**config.mk**
```make
export PLATFORM = sky130hd
export DESIGN_NAME = turf_ctrl_top
export DESIGN_NICKNAME = d
export VERILOG_FILES = /design/src/verilog/turf_ctrl_pkg.sv /design/src/verilog/crate_bridge_select.sv /design/src/verilog/link_up_monitor.sv /design/src/verilog/turf_ctrl_top.sv /design/src/verilog/turf_id_regs.sv /design/src/verilog/uart_tick_gen.sv
export VERILOG_INCLUDE_DIRS = /design/src /design/src/verilog
export SDC_FILE = /design/constraint.sdc
export NUM_CORES = 1
export LEC_CHECK = 0
export ABC_AREA = 1
export BUFFER_PORTS_ARGS = -buffer_cell sky130_fd_sc_hd__buf_2
export CORE_ASPECT_RATIO = 0.75
export CORE_MARGIN = 1
export CORE_UTILIZATION = 63
export CTS_BUF_LIST = sky130_fd_sc_hd__clkbuf_8
export DETAILED_ROUTE_END_ITERATION = 7
export PLACE_DENSITY = 0.87
export SETUP_SLACK_MARGIN = 0.3
export SLEW_MARGIN = 20
export SYNTH_ARGS = -nofsm -noshare
export SYNTH_HDL_FRONTEND = slang
export SYNTH_HIERARCHICAL = 1
export SYNTH_SLANG_ARGS = --single-unit
```
**constraint.sdc**
```tcl
create_clock -name ps_clk -period 3.2 [get_ports ps_clk]
set_input_delay 0.64 -clock ps_clk [delete_from_list [all_inputs] [get_ports ps_clk]]
set_output_delay 0.64 -clock ps_clk [all_outputs]
set_load 0.01 [all_outputs]
```
**src/verilog/turf_ctrl_macros.svh**
```systemverilog
`ifndef TURF_CTRL_MACROS_SVH
`define TURF_CTRL_MACROS_SVH

// Identification, ASCII "TURF"
`define TURF_IDENT          32'h54555246

// Firmware version fields
`define TURF_VER_MAJOR      4'd0
`define TURF_VER_MINOR      4'd4
`define TURF_VER_REV        8'd10
// Only the low 15 bits land in the date/version word
`define TURF_FW_DATE        16'h3A5C
`define TURF_REV_B          1'b1

// Widths
`define TURF_NUM_LINKS      4
`define TURF_LINK_IDX_W     2
`define TURF_BRIDGE_W       8
`define TURF_REG_ADDR_W     4
`define TURF_REG_DATA_W     32

// Register word addresses
`define TURF_ADDR_IDENT     4'h0
`define TURF_ADDR_DATEVER   4'h1
`define TURF_ADDR_BRIDGE    4'h2
`define TURF_ADDR_STATUS    4'h3
`define TURF_ADDR_SCRATCH   4'h4

// UART debug baud strobes
`define HSK_TICK_ADD        82
`define HSK_TICK_W          10
`define GPS_TICK_ADD        25
`define GPS_TICK_W          12

`endif

```
**src/verilog/turf_ctrl_pkg.sv**
```systemverilog
`include "turf_ctrl_macros.svh"

package turf_ctrl_pkg;

    // Per-link bridge selection, two bits each
    typedef enum logic [1:0] {
        BRIDGE_NONE   = 2'd0,
        BRIDGE_AURORA = 2'd1,
        BRIDGE_SPARE2 = 2'd2,
        BRIDGE_SPARE3 = 2'd3
    } bridge_type_e;

    // One bit per TURFIO link
    typedef logic [`TURF_NUM_LINKS-1:0] link_mask_t;

    //////////////////////////////
    // Register port
    //////////////////////////////

    // Single-cycle strobe, no back-pressure
    typedef struct packed {
        logic                        valid;
        logic                        write;
        logic [`TURF_REG_ADDR_W-1:0] addr;
        logic [`TURF_REG_DATA_W-1:0] wdata;
    } reg_req_t;

    // Returned one cycle after the request
    typedef struct packed {
        logic                        valid;
        logic [`TURF_REG_DATA_W-1:0] rdata;
    } reg_rsp_t;

    //////////////////////////////
    // Crate access port
    //////////////////////////////

    typedef struct packed {
        logic                        valid;
        logic [`TURF_LINK_IDX_W-1:0] link;
    } crate_req_t;

    // Exactly one of valid or invalid per access
    typedef struct packed {
        logic                        valid;
        logic                        invalid;
        logic [`TURF_LINK_IDX_W-1:0] link;
        bridge_type_e                btype;
    } crate_rsp_t;

    // Write-one-to-clear strobe for the sticky status bits
    typedef struct packed {
        logic       valid;
        link_mask_t drop_mask;
        link_mask_t invalid_mask;
    } sticky_clr_t;

endpackage

```
**src/verilog/crate_bridge_select.sv**
```systemverilog
`timescale 1ns/10ps
`include "turf_ctrl_macros.svh"

module crate_bridge_select import turf_ctrl_pkg::*; (
    input  logic                      ps_clk,
    input  logic                      arst_n_i,
    input  crate_req_t                crate_req_i,
    input  logic [`TURF_BRIDGE_W-1:0] bridge_types_i,
    input  link_mask_t                link_up_i,
    input  sticky_clr_t               sticky_clr_i,
    output crate_rsp_t                crate_rsp_o,
    output link_mask_t                link_invalid_o
);

    bridge_type_e req_type;
    logic         type_ok;
    link_mask_t   inv_set;
    link_mask_t   clr_mask;
    link_mask_t   invalid_q;
    logic         rsp_valid_q;
    logic         rsp_invalid_q;
    logic [`TURF_LINK_IDX_W-1:0] rsp_link_q;
    bridge_type_e rsp_type_q;

    //////////////////////////////
    // Validity table
    //////////////////////////////

    assign req_type = bridge_type_e'(bridge_types_i[{crate_req_i.link, 1'b0} +: 2]);

    // NONE always passes, AURORA needs the link up, spares never pass
    always_comb begin
        case (req_type)
            BRIDGE_NONE:   type_ok = 1'b1;
            BRIDGE_AURORA: type_ok = link_up_i[crate_req_i.link];
            default:       type_ok = 1'b0;
        endcase
    end

    always_comb begin
        inv_set = '0;
        inv_set[crate_req_i.link] = crate_req_i.valid & ~type_ok;
    end

    assign clr_mask = sticky_clr_i.valid ? sticky_clr_i.invalid_mask : '0;

    //////////////////////////////
    // Response and sticky flags
    //////////////////////////////

    always_ff @(posedge ps_clk or negedge arst_n_i) begin
        if (!arst_n_i) begin
            rsp_valid_q   <= 1'b0;
            rsp_invalid_q <= 1'b0;
            invalid_q     <= '0;
        end else begin
            rsp_valid_q   <= crate_req_i.valid & type_ok;
            rsp_invalid_q <= crate_req_i.valid & ~type_ok;
            invalid_q     <= (invalid_q & ~clr_mask) | inv_set;
        end
    end

    always_ff @(posedge ps_clk) begin
        if (crate_req_i.valid) begin
            rsp_link_q <= crate_req_i.link;
            rsp_type_q <= req_type;
        end
    end

    assign crate_rsp_o.valid   = rsp_valid_q;
    assign crate_rsp_o.invalid = rsp_invalid_q;
    assign crate_rsp_o.link    = rsp_link_q;
    assign crate_rsp_o.btype   = rsp_type_q;
    assign link_invalid_o      = invalid_q;

    a_valid_invalid_excl: assert property (
        @(posedge ps_clk) disable iff (!arst_n_i)
        !(crate_rsp_o.valid && crate_rsp_o.invalid)
    );

endmodule

```
**src/verilog/link_up_monitor.sv**
```systemverilog
`timescale 1ns/10ps

module link_up_monitor import turf_ctrl_pkg::*; (
    input  logic        ps_clk,
    input  logic        arst_n_i,
    input  link_mask_t  link_up_i,
    input  sticky_clr_t sticky_clr_i,
    output link_mask_t  link_up_o,
    output link_mask_t  link_drop_o
);

    link_mask_t sync1_q;
    link_mask_t sync2_q;
    link_mask_t prev_q;
    link_mask_t drop_q;
    link_mask_t fall;
    link_mask_t clr_mask;

    // Link-up comes from the Aurora user clock domain
    always_ff @(posedge ps_clk or negedge arst_n_i) begin
        if (!arst_n_i) begin
            sync1_q <= '0;
            sync2_q <= '0;
            prev_q  <= '0;
        end else begin
            sync1_q <= link_up_i;
            sync2_q <= sync1_q;
            prev_q  <= sync2_q;
        end
    end

    // Falling edge of the synchronized bit
    assign fall     = prev_q & ~sync2_q;
    assign clr_mask = sticky_clr_i.valid ? sticky_clr_i.drop_mask : '0;

    // Sticky drop flags, a new drop beats a clear
    always_ff @(posedge ps_clk or negedge arst_n_i) begin
        if (!arst_n_i) begin
            drop_q <= '0;
        end else begin
            drop_q <= (drop_q & ~clr_mask) | fall;
        end
    end

    assign link_up_o   = sync2_q;
    assign link_drop_o = drop_q;

endmodule

```
**src/verilog/turf_ctrl_top.sv**
```systemverilog
`timescale 1ns/10ps
`include "turf_ctrl_macros.svh"

module turf_ctrl_top import turf_ctrl_pkg::*; (
    input  logic       ps_clk,
    input  logic       arst_n_i,
    input  reg_req_t   reg_req_i,
    output reg_rsp_t   reg_rsp_o,
    input  link_mask_t link_up_i,
    input  crate_req_t crate_req_i,
    output crate_rsp_t crate_rsp_o,
    output logic       hsk_tick_o,
    output logic       gps_tick_o
);

    logic [`TURF_BRIDGE_W-1:0] bridge_types;
    sticky_clr_t               sticky_clr;
    link_mask_t                link_up;
    link_mask_t                link_drop;
    link_mask_t                link_invalid;

    //////////////////////////////
    // ID and control registers
    //////////////////////////////

    turf_id_regs u_id_regs (
        .ps_clk         (ps_clk),
        .arst_n_i       (arst_n_i),
        .reg_req_i      (reg_req_i),
        .reg_rsp_o      (reg_rsp_o),
        .link_up_i      (link_up),
        .link_drop_i    (link_drop),
        .link_invalid_i (link_invalid),
        .bridge_types_o (bridge_types),
        .sticky_clr_o   (sticky_clr)
    );

    link_up_monitor u_link_mon (
        .ps_clk       (ps_clk),
        .arst_n_i     (arst_n_i),
        .link_up_i    (link_up_i),
        .sticky_clr_i (sticky_clr),
        .link_up_o    (link_up),
        .link_drop_o  (link_drop)
    );

    // Crate bridge validity
    crate_bridge_select u_bridge_sel (
        .ps_clk         (ps_clk),
        .arst_n_i       (arst_n_i),
        .crate_req_i    (crate_req_i),
        .bridge_types_i (bridge_types),
        .link_up_i      (link_up),
        .sticky_clr_i   (sticky_clr),
        .crate_rsp_o    (crate_rsp_o),
        .link_invalid_o (link_invalid)
    );

    //////////////////////////////
    // UART debug strobes
    //////////////////////////////

    // 16x housekeeping rate, 82/1024 of ps_clk
    uart_tick_gen #(.ADD(`HSK_TICK_ADD), .ACC_W(`HSK_TICK_W)) u_hsk_tick (
        .ps_clk   (ps_clk),
        .arst_n_i (arst_n_i),
        .tick_o   (hsk_tick_o)
    );

    // 16x GPS rate, 25/4096 of ps_clk
    uart_tick_gen #(.ADD(`GPS_TICK_ADD), .ACC_W(`GPS_TICK_W)) u_gps_tick (
        .ps_clk   (ps_clk),
        .arst_n_i (arst_n_i),
        .tick_o   (gps_tick_o)
    );

endmodule

```
**src/verilog/turf_id_regs.sv**
```systemverilog
`timescale 1ns/10ps
`include "turf_ctrl_macros.svh"

module turf_id_regs import turf_ctrl_pkg::*; (
    input  logic                      ps_clk,
    input  logic                      arst_n_i,
    input  reg_req_t                  reg_req_i,
    output reg_rsp_t                  reg_rsp_o,
    input  link_mask_t                link_up_i,
    input  link_mask_t                link_drop_i,
    input  link_mask_t                link_invalid_i,
    output logic [`TURF_BRIDGE_W-1:0] bridge_types_o,
    output sticky_clr_t               sticky_clr_o
);

    localparam int N = `TURF_NUM_LINKS;
    localparam int STATUS_PAD = `TURF_REG_DATA_W - 3 * N;
    localparam int BRIDGE_PAD = `TURF_REG_DATA_W - `TURF_BRIDGE_W;

    localparam logic [15:0] FW_DATE = `TURF_FW_DATE;
    // Rev flag, 15-bit date, then major/minor/rev
    localparam logic [`TURF_REG_DATA_W-1:0] DATEVERSION = {
        `TURF_REV_B, FW_DATE[14:0], `TURF_VER_MAJOR, `TURF_VER_MINOR, `TURF_VER_REV
    };

    logic [`TURF_BRIDGE_W-1:0]   bridge_q;
    logic [`TURF_REG_DATA_W-1:0] scratch_q;
    logic [`TURF_REG_DATA_W-1:0] rd_data;
    logic [`TURF_REG_DATA_W-1:0] rdata_q;
    logic                        rsp_valid_q;
    sticky_clr_t                 clr_q;

    //////////////////////////////
    // Read mux
    //////////////////////////////

    always_comb begin
        case (reg_req_i.addr)
            `TURF_ADDR_IDENT:   rd_data = `TURF_IDENT;
            `TURF_ADDR_DATEVER: rd_data = DATEVERSION;
            `TURF_ADDR_BRIDGE:  rd_data = {{BRIDGE_PAD{1'b0}}, bridge_q};
            `TURF_ADDR_STATUS:  rd_data = {{STATUS_PAD{1'b0}}, link_invalid_i,
                                           link_drop_i, link_up_i};
            `TURF_ADDR_SCRATCH: rd_data = scratch_q;
            default:            rd_data = '0;
        endcase
    end

    //////////////////////////////
    // Writes and response
    //////////////////////////////

    always_ff @(posedge ps_clk or negedge arst_n_i) begin
        if (!arst_n_i) begin
            bridge_q    <= '0;
            scratch_q   <= '0;
            rsp_valid_q <= 1'b0;
            clr_q       <= '0;
        end else begin
            rsp_valid_q  <= reg_req_i.valid;
            clr_q.valid  <= 1'b0;
            if (reg_req_i.valid && reg_req_i.write) begin
                case (reg_req_i.addr)
                    `TURF_ADDR_BRIDGE:  bridge_q  <= reg_req_i.wdata[`TURF_BRIDGE_W-1:0];
                    `TURF_ADDR_SCRATCH: scratch_q <= reg_req_i.wdata;
                    `TURF_ADDR_STATUS: begin
                        clr_q.valid        <= 1'b1;
                        clr_q.drop_mask    <= reg_req_i.wdata[2*N-1:N];
                        clr_q.invalid_mask <= reg_req_i.wdata[3*N-1:2*N];
                    end
                    default: ;
                endcase
            end
        end
    end

    // Writes answer with zero
    always_ff @(posedge ps_clk) begin
        if (reg_req_i.valid) begin
            rdata_q <= reg_req_i.write ? '0 : rd_data;
        end
    end

    assign reg_rsp_o.valid = rsp_valid_q;
    assign reg_rsp_o.rdata = rdata_q;
    assign bridge_types_o  = bridge_q;
    assign sticky_clr_o    = clr_q;

    // Every request is answered in the next cycle
    a_rsp_follows_req: assert property (
        @(posedge ps_clk) disable iff (!arst_n_i) reg_req_i.valid |=> reg_rsp_o.valid
    );

    // No response without a request the cycle before
    a_no_spurious_rsp: assert property (
        @(posedge ps_clk) disable iff (!arst_n_i) reg_rsp_o.valid |-> $past(reg_req_i.valid)
    );

endmodule

```
**src/verilog/uart_tick_gen.sv**
```systemverilog
`timescale 1ns/10ps

module uart_tick_gen import turf_ctrl_pkg::*; #(
    parameter int ADD   = 82,
    parameter int ACC_W = 10
) (
    input  logic ps_clk,
    input  logic arst_n_i,
    output logic tick_o
);

    // One extra bit so the carry falls out of the sum
    localparam logic [ACC_W:0] ADD_EXT = (ACC_W + 1)'(ADD);

    logic [ACC_W-1:0] acc_q;
    logic             tick_q;

    // Carry of the modulo-2^ACC_W sum is the strobe
    always_ff @(posedge ps_clk or negedge arst_n_i) begin
        if (!arst_n_i) begin
            acc_q  <= '0;
            tick_q <= 1'b0;
        end else begin
            {tick_q, acc_q} <= {1'b0, acc_q} + ADD_EXT;
        end
    end

    assign tick_o = tick_q;

    // Increment must stay below the modulus or strobes get lost
    a_add_below_modulus: assert property (
        @(posedge ps_clk) disable iff (!arst_n_i) ADD < (2 ** ACC_W)
    );

endmodule
```
==> results.py <==
metrics = {
    "status": {
        "status": "completed",
    },
    "grt": {
        "grt_pass1_vias": 4216,
        "grt_util_all_layers_pct": 28.41,
        "grt_max_degree": 52,
        "grt_pass1_wl_um": 20050,
        "antenna_found_initial": 0,
        "grt.overflow.total": 0,
    },
    "critical_path": {
        "worstPathArrival_ps": 2460,
        "crit_cells": 7,
        "crit_family": "simple AND/OR/NAND/NOR gates",
        "path_cells": "buf_2 > nor2_4 > nand2_2 > nor2_2 > buf_4 > nand2_1 > o21ai_0",
        "cp-end-kind": "flop",
        "required_ps": 3560,
        "reg2reg_from": "u_link_mon/link_up_o[2]",
        "cp_num_buf_inv": 2,
        "cp_slowest_cell": "nor2_4",
        "cp-startpoint": "reg_req_i[35]",
        "path_max_fanout": 33,
        "reg2reg_depth": 7,
        "cp-start-kind": "primary input",
        "max_stage_delay_ps": 520,
        "critPathKind": "in2reg",
    },
    "detailed_routing": {
        "vias": 4394,
        "wl_per_cell_um": 15.46,
        "final_antenna_net_count": 0,
        "drtIter0Drc": 396,
        "avgViaCountPerCell": 5.541,
        "postRouteWirelength_um": 12260,
        "drc": 0,
        "drt_pass1_iterations": 5,
    },
    "sta": {
        "post-route-period-util_pct": 65.69,
        "finalSetupViolations": 0,
        "fin_crit_ps": 2102,
        "hold_viol_final": 0,
        "rsz0062_at_grt": "false",
        "maxSlewViolCount": 0,
        "skew_ps": 9.250,
        "worstMarginPinSlew_ps": 647.9,
        "tns_ps": 0,
        "relSlewSlack_pct": 56.81,
        "fmax_mhz": 475.7,
    },
    "layout": {
        "multi_input_area_mm2": 0.001847,
        "final_nets": 721,
        "fill_cells": 571,
        "syn2layout_area_growth_pct": 16.20,
        "drive_gt1_share_pct": 23.65,
        "final-seq-area_mm2": 0.003458,
        "n_antenna_cell": 0,
        "final_cells": 793,
    },
    "clocking": {
        "cts_resized": 0,
        "clock_latency_ps": 440,
        "htreeDepth": 4,
        "clkTransAtPathRegs_ps": 70,
        "cts_root_buffer": "clkbuf_8",
        "cts_buffer_depth": 2,
        "cts_tree": "done",
        "post_cts_buffers": 0,
        "cts_hold_buf": 0,
        "clock-sinks": 131,
        "numCtsBuffers": 17,
    },
    "logic_synthesis": {
        "yosys_warnings": 6,
        "syn_nets": 631,
        "synth.distinct_cells": 32,
        "synth-seq-cells": 131,
        "yosysSeqAreaShare_pct": 61.75,
        "syn_area_mm2": 0.005600,
        "synthCells": 582,
        "synth_area_per_cell_um2": 9.623,
    },
    "place": {
        "io_buffers": 87,
        "dp_cells": 761,
        "gp_congestion": 0.9143,
        "dpl.hpwl_um": 8388,
    },
    "power": {
        "power_density_mw_per_mm2": 574.1,
        "p_leak_nw": 3.261,
        "power_mw": 3.736,
        "peakVddDrop_mv": 0.4435,
    },
    "hold_path": {
        "hold_class": "in2async",
    },
    "die": {
        "dieWidth_um": 110.9,
        "dieArea_mm2": 0.009274,
        "core_area_mm2": 0.008527,
        "start_util_pct": 65.68,
        "fp.dieH_um": 83.65,
        "ios": 88,
        "row_count": 29,
    },
    "job": {
        "cap_violations": 0,
    },
}
## registers in the layout, summed over array words and instances (netlist names), 8 cells and up
name / flops
u_id_regs/rdata_q: 32
u_hsk_tick/acc_q: 9
u_id_regs/bridge_types_o: 8
u_id_regs/sticky_clr_o: 9
u_gps_tick/acc_q: 12
u_id_regs/scratch_q: 32
## stage by stage
stage                     hold slack [ps]  setup slack [ps]  area, um^2  utilization [%]
after floorplan                     331.2              1609        5600                -
after global placement              332.4             827.3        6096            71.49
after detailed placement            337.1             727.3        6096            71.49
after CTS                           228.0              1175        6507            76.32
after global routing                256.8             997.8        6507            76.32
final                               217.4              1098        6507            76.32
## cell usage after synthesis, drive strengths merged
library cell / number / share of area [%]
nand2: 205 / 14
dfrtp: 95 / 42
nand3: 67 / 6.2
o21ai: 41 / 3.7
inv: 39 / 2.7
edfxtp: 36 / 19
nor2: 31 / 3.4
a21oi: 19 / 1.7
buf: 13 / 1.7
clkbuf: 11 / 0.74
nor3: 8 / 0.80
xor2: 6 / 1.1
nand4: 5 / 0.83
ha: 2 / 0.45
nand3b: 2 / 0.27
clkinv: 1 / 0.16
o211ai: 1 / 0.13
## power breakdown
part / internal, mW / total [mW] / switching [mW]
clock network: 0.785 / 1.43 / 0.640
logic: 0.117 / 0.349 / 0.232
registers: 1.88 / 1.96 / 0.0807
total: 2.78 / 3.74 / 0.953
## worst register-to-register path, stage by stage, from the launching register on
cell and delay [ps]:
dfrtp_1 460, nand3_1 120, nand2_1 70, nor2_2 110
nand2_2 60, nand2_2 110, nand3_1 140, nand2_1 90
## cell usage in the layout, fill, tap and decap left out, types with 2 or more instances in the layout
cell type / synthesis / layout
nand2_1: 194 / 194
dfrtp_1: 95 / 95
buf_2: 2 / 86
nand3_1: 65 / 65
o21ai_0: 40 / 40
edfxtp_1: 36 / 36
inv_1: 33 / 34
a21oi_1: 19 / 19
clkbuf_8: 0 / 18
nor2_1: 17 / 17
buf_4: 6 / 9
nor2_2: 8 / 8
nand2_2: 8 / 8
nor3_1: 7 / 7
clkinv_4: 1 / 6
inv_2: 5 / 5
nor2_4: 5 / 5
xor2_1: 5 / 5
nand4_1: 4 / 4
bufinv_16: 0 / 3
clkinv_2: 0 / 3
nand2_4: 3 / 3
nand3_2: 2 / 2
nand3b_1: 2 / 2
ha_1: 2 / 2
## final timing paths
check                                                  to  slack [ps]
setup reg to reg           u_bridge_sel/link_invalid_o[3]        1990
hold reg to reg                   u_link_mon/link_up_o[0]         360
max in group asynchronous      u_bridge_sel/rsp_invalid_q        2220
hold / removal                  u_id_regs/sticky_clr_o[8]         220
setup / recovery                  u_id_regs/scratch_q[13]        1100
min in group ps_clk                 u_link_mon/sync1_q[0]         300
## logic make-up after synthesis
group	share of synthesized area (%)
fa+ha+maj	0.4468
simple gates	25.96
flops	61.75
buf+inv	5.273
compound gates	5.496
xor+xnor	1.072
## cell type report
class,count,share of cell area [%]
repair buffers,95,7.652
clock inverters,14,2.519
inverters,40,2.423
clock buffers,18,3.807
flip-flops and latches,131,53.14
well taps,108,2.077
multi-input cells,387,28.38
## per-layer routing
metal,global-route usage [%],share of wire (%),wire (um)
met2,44.21,47,5814
met5,0,0,0
met4,13.45,3.2,392
met3,8.642,8.0,975
met1,36.93,41,5078
Power figures use the tool's default switching activity.
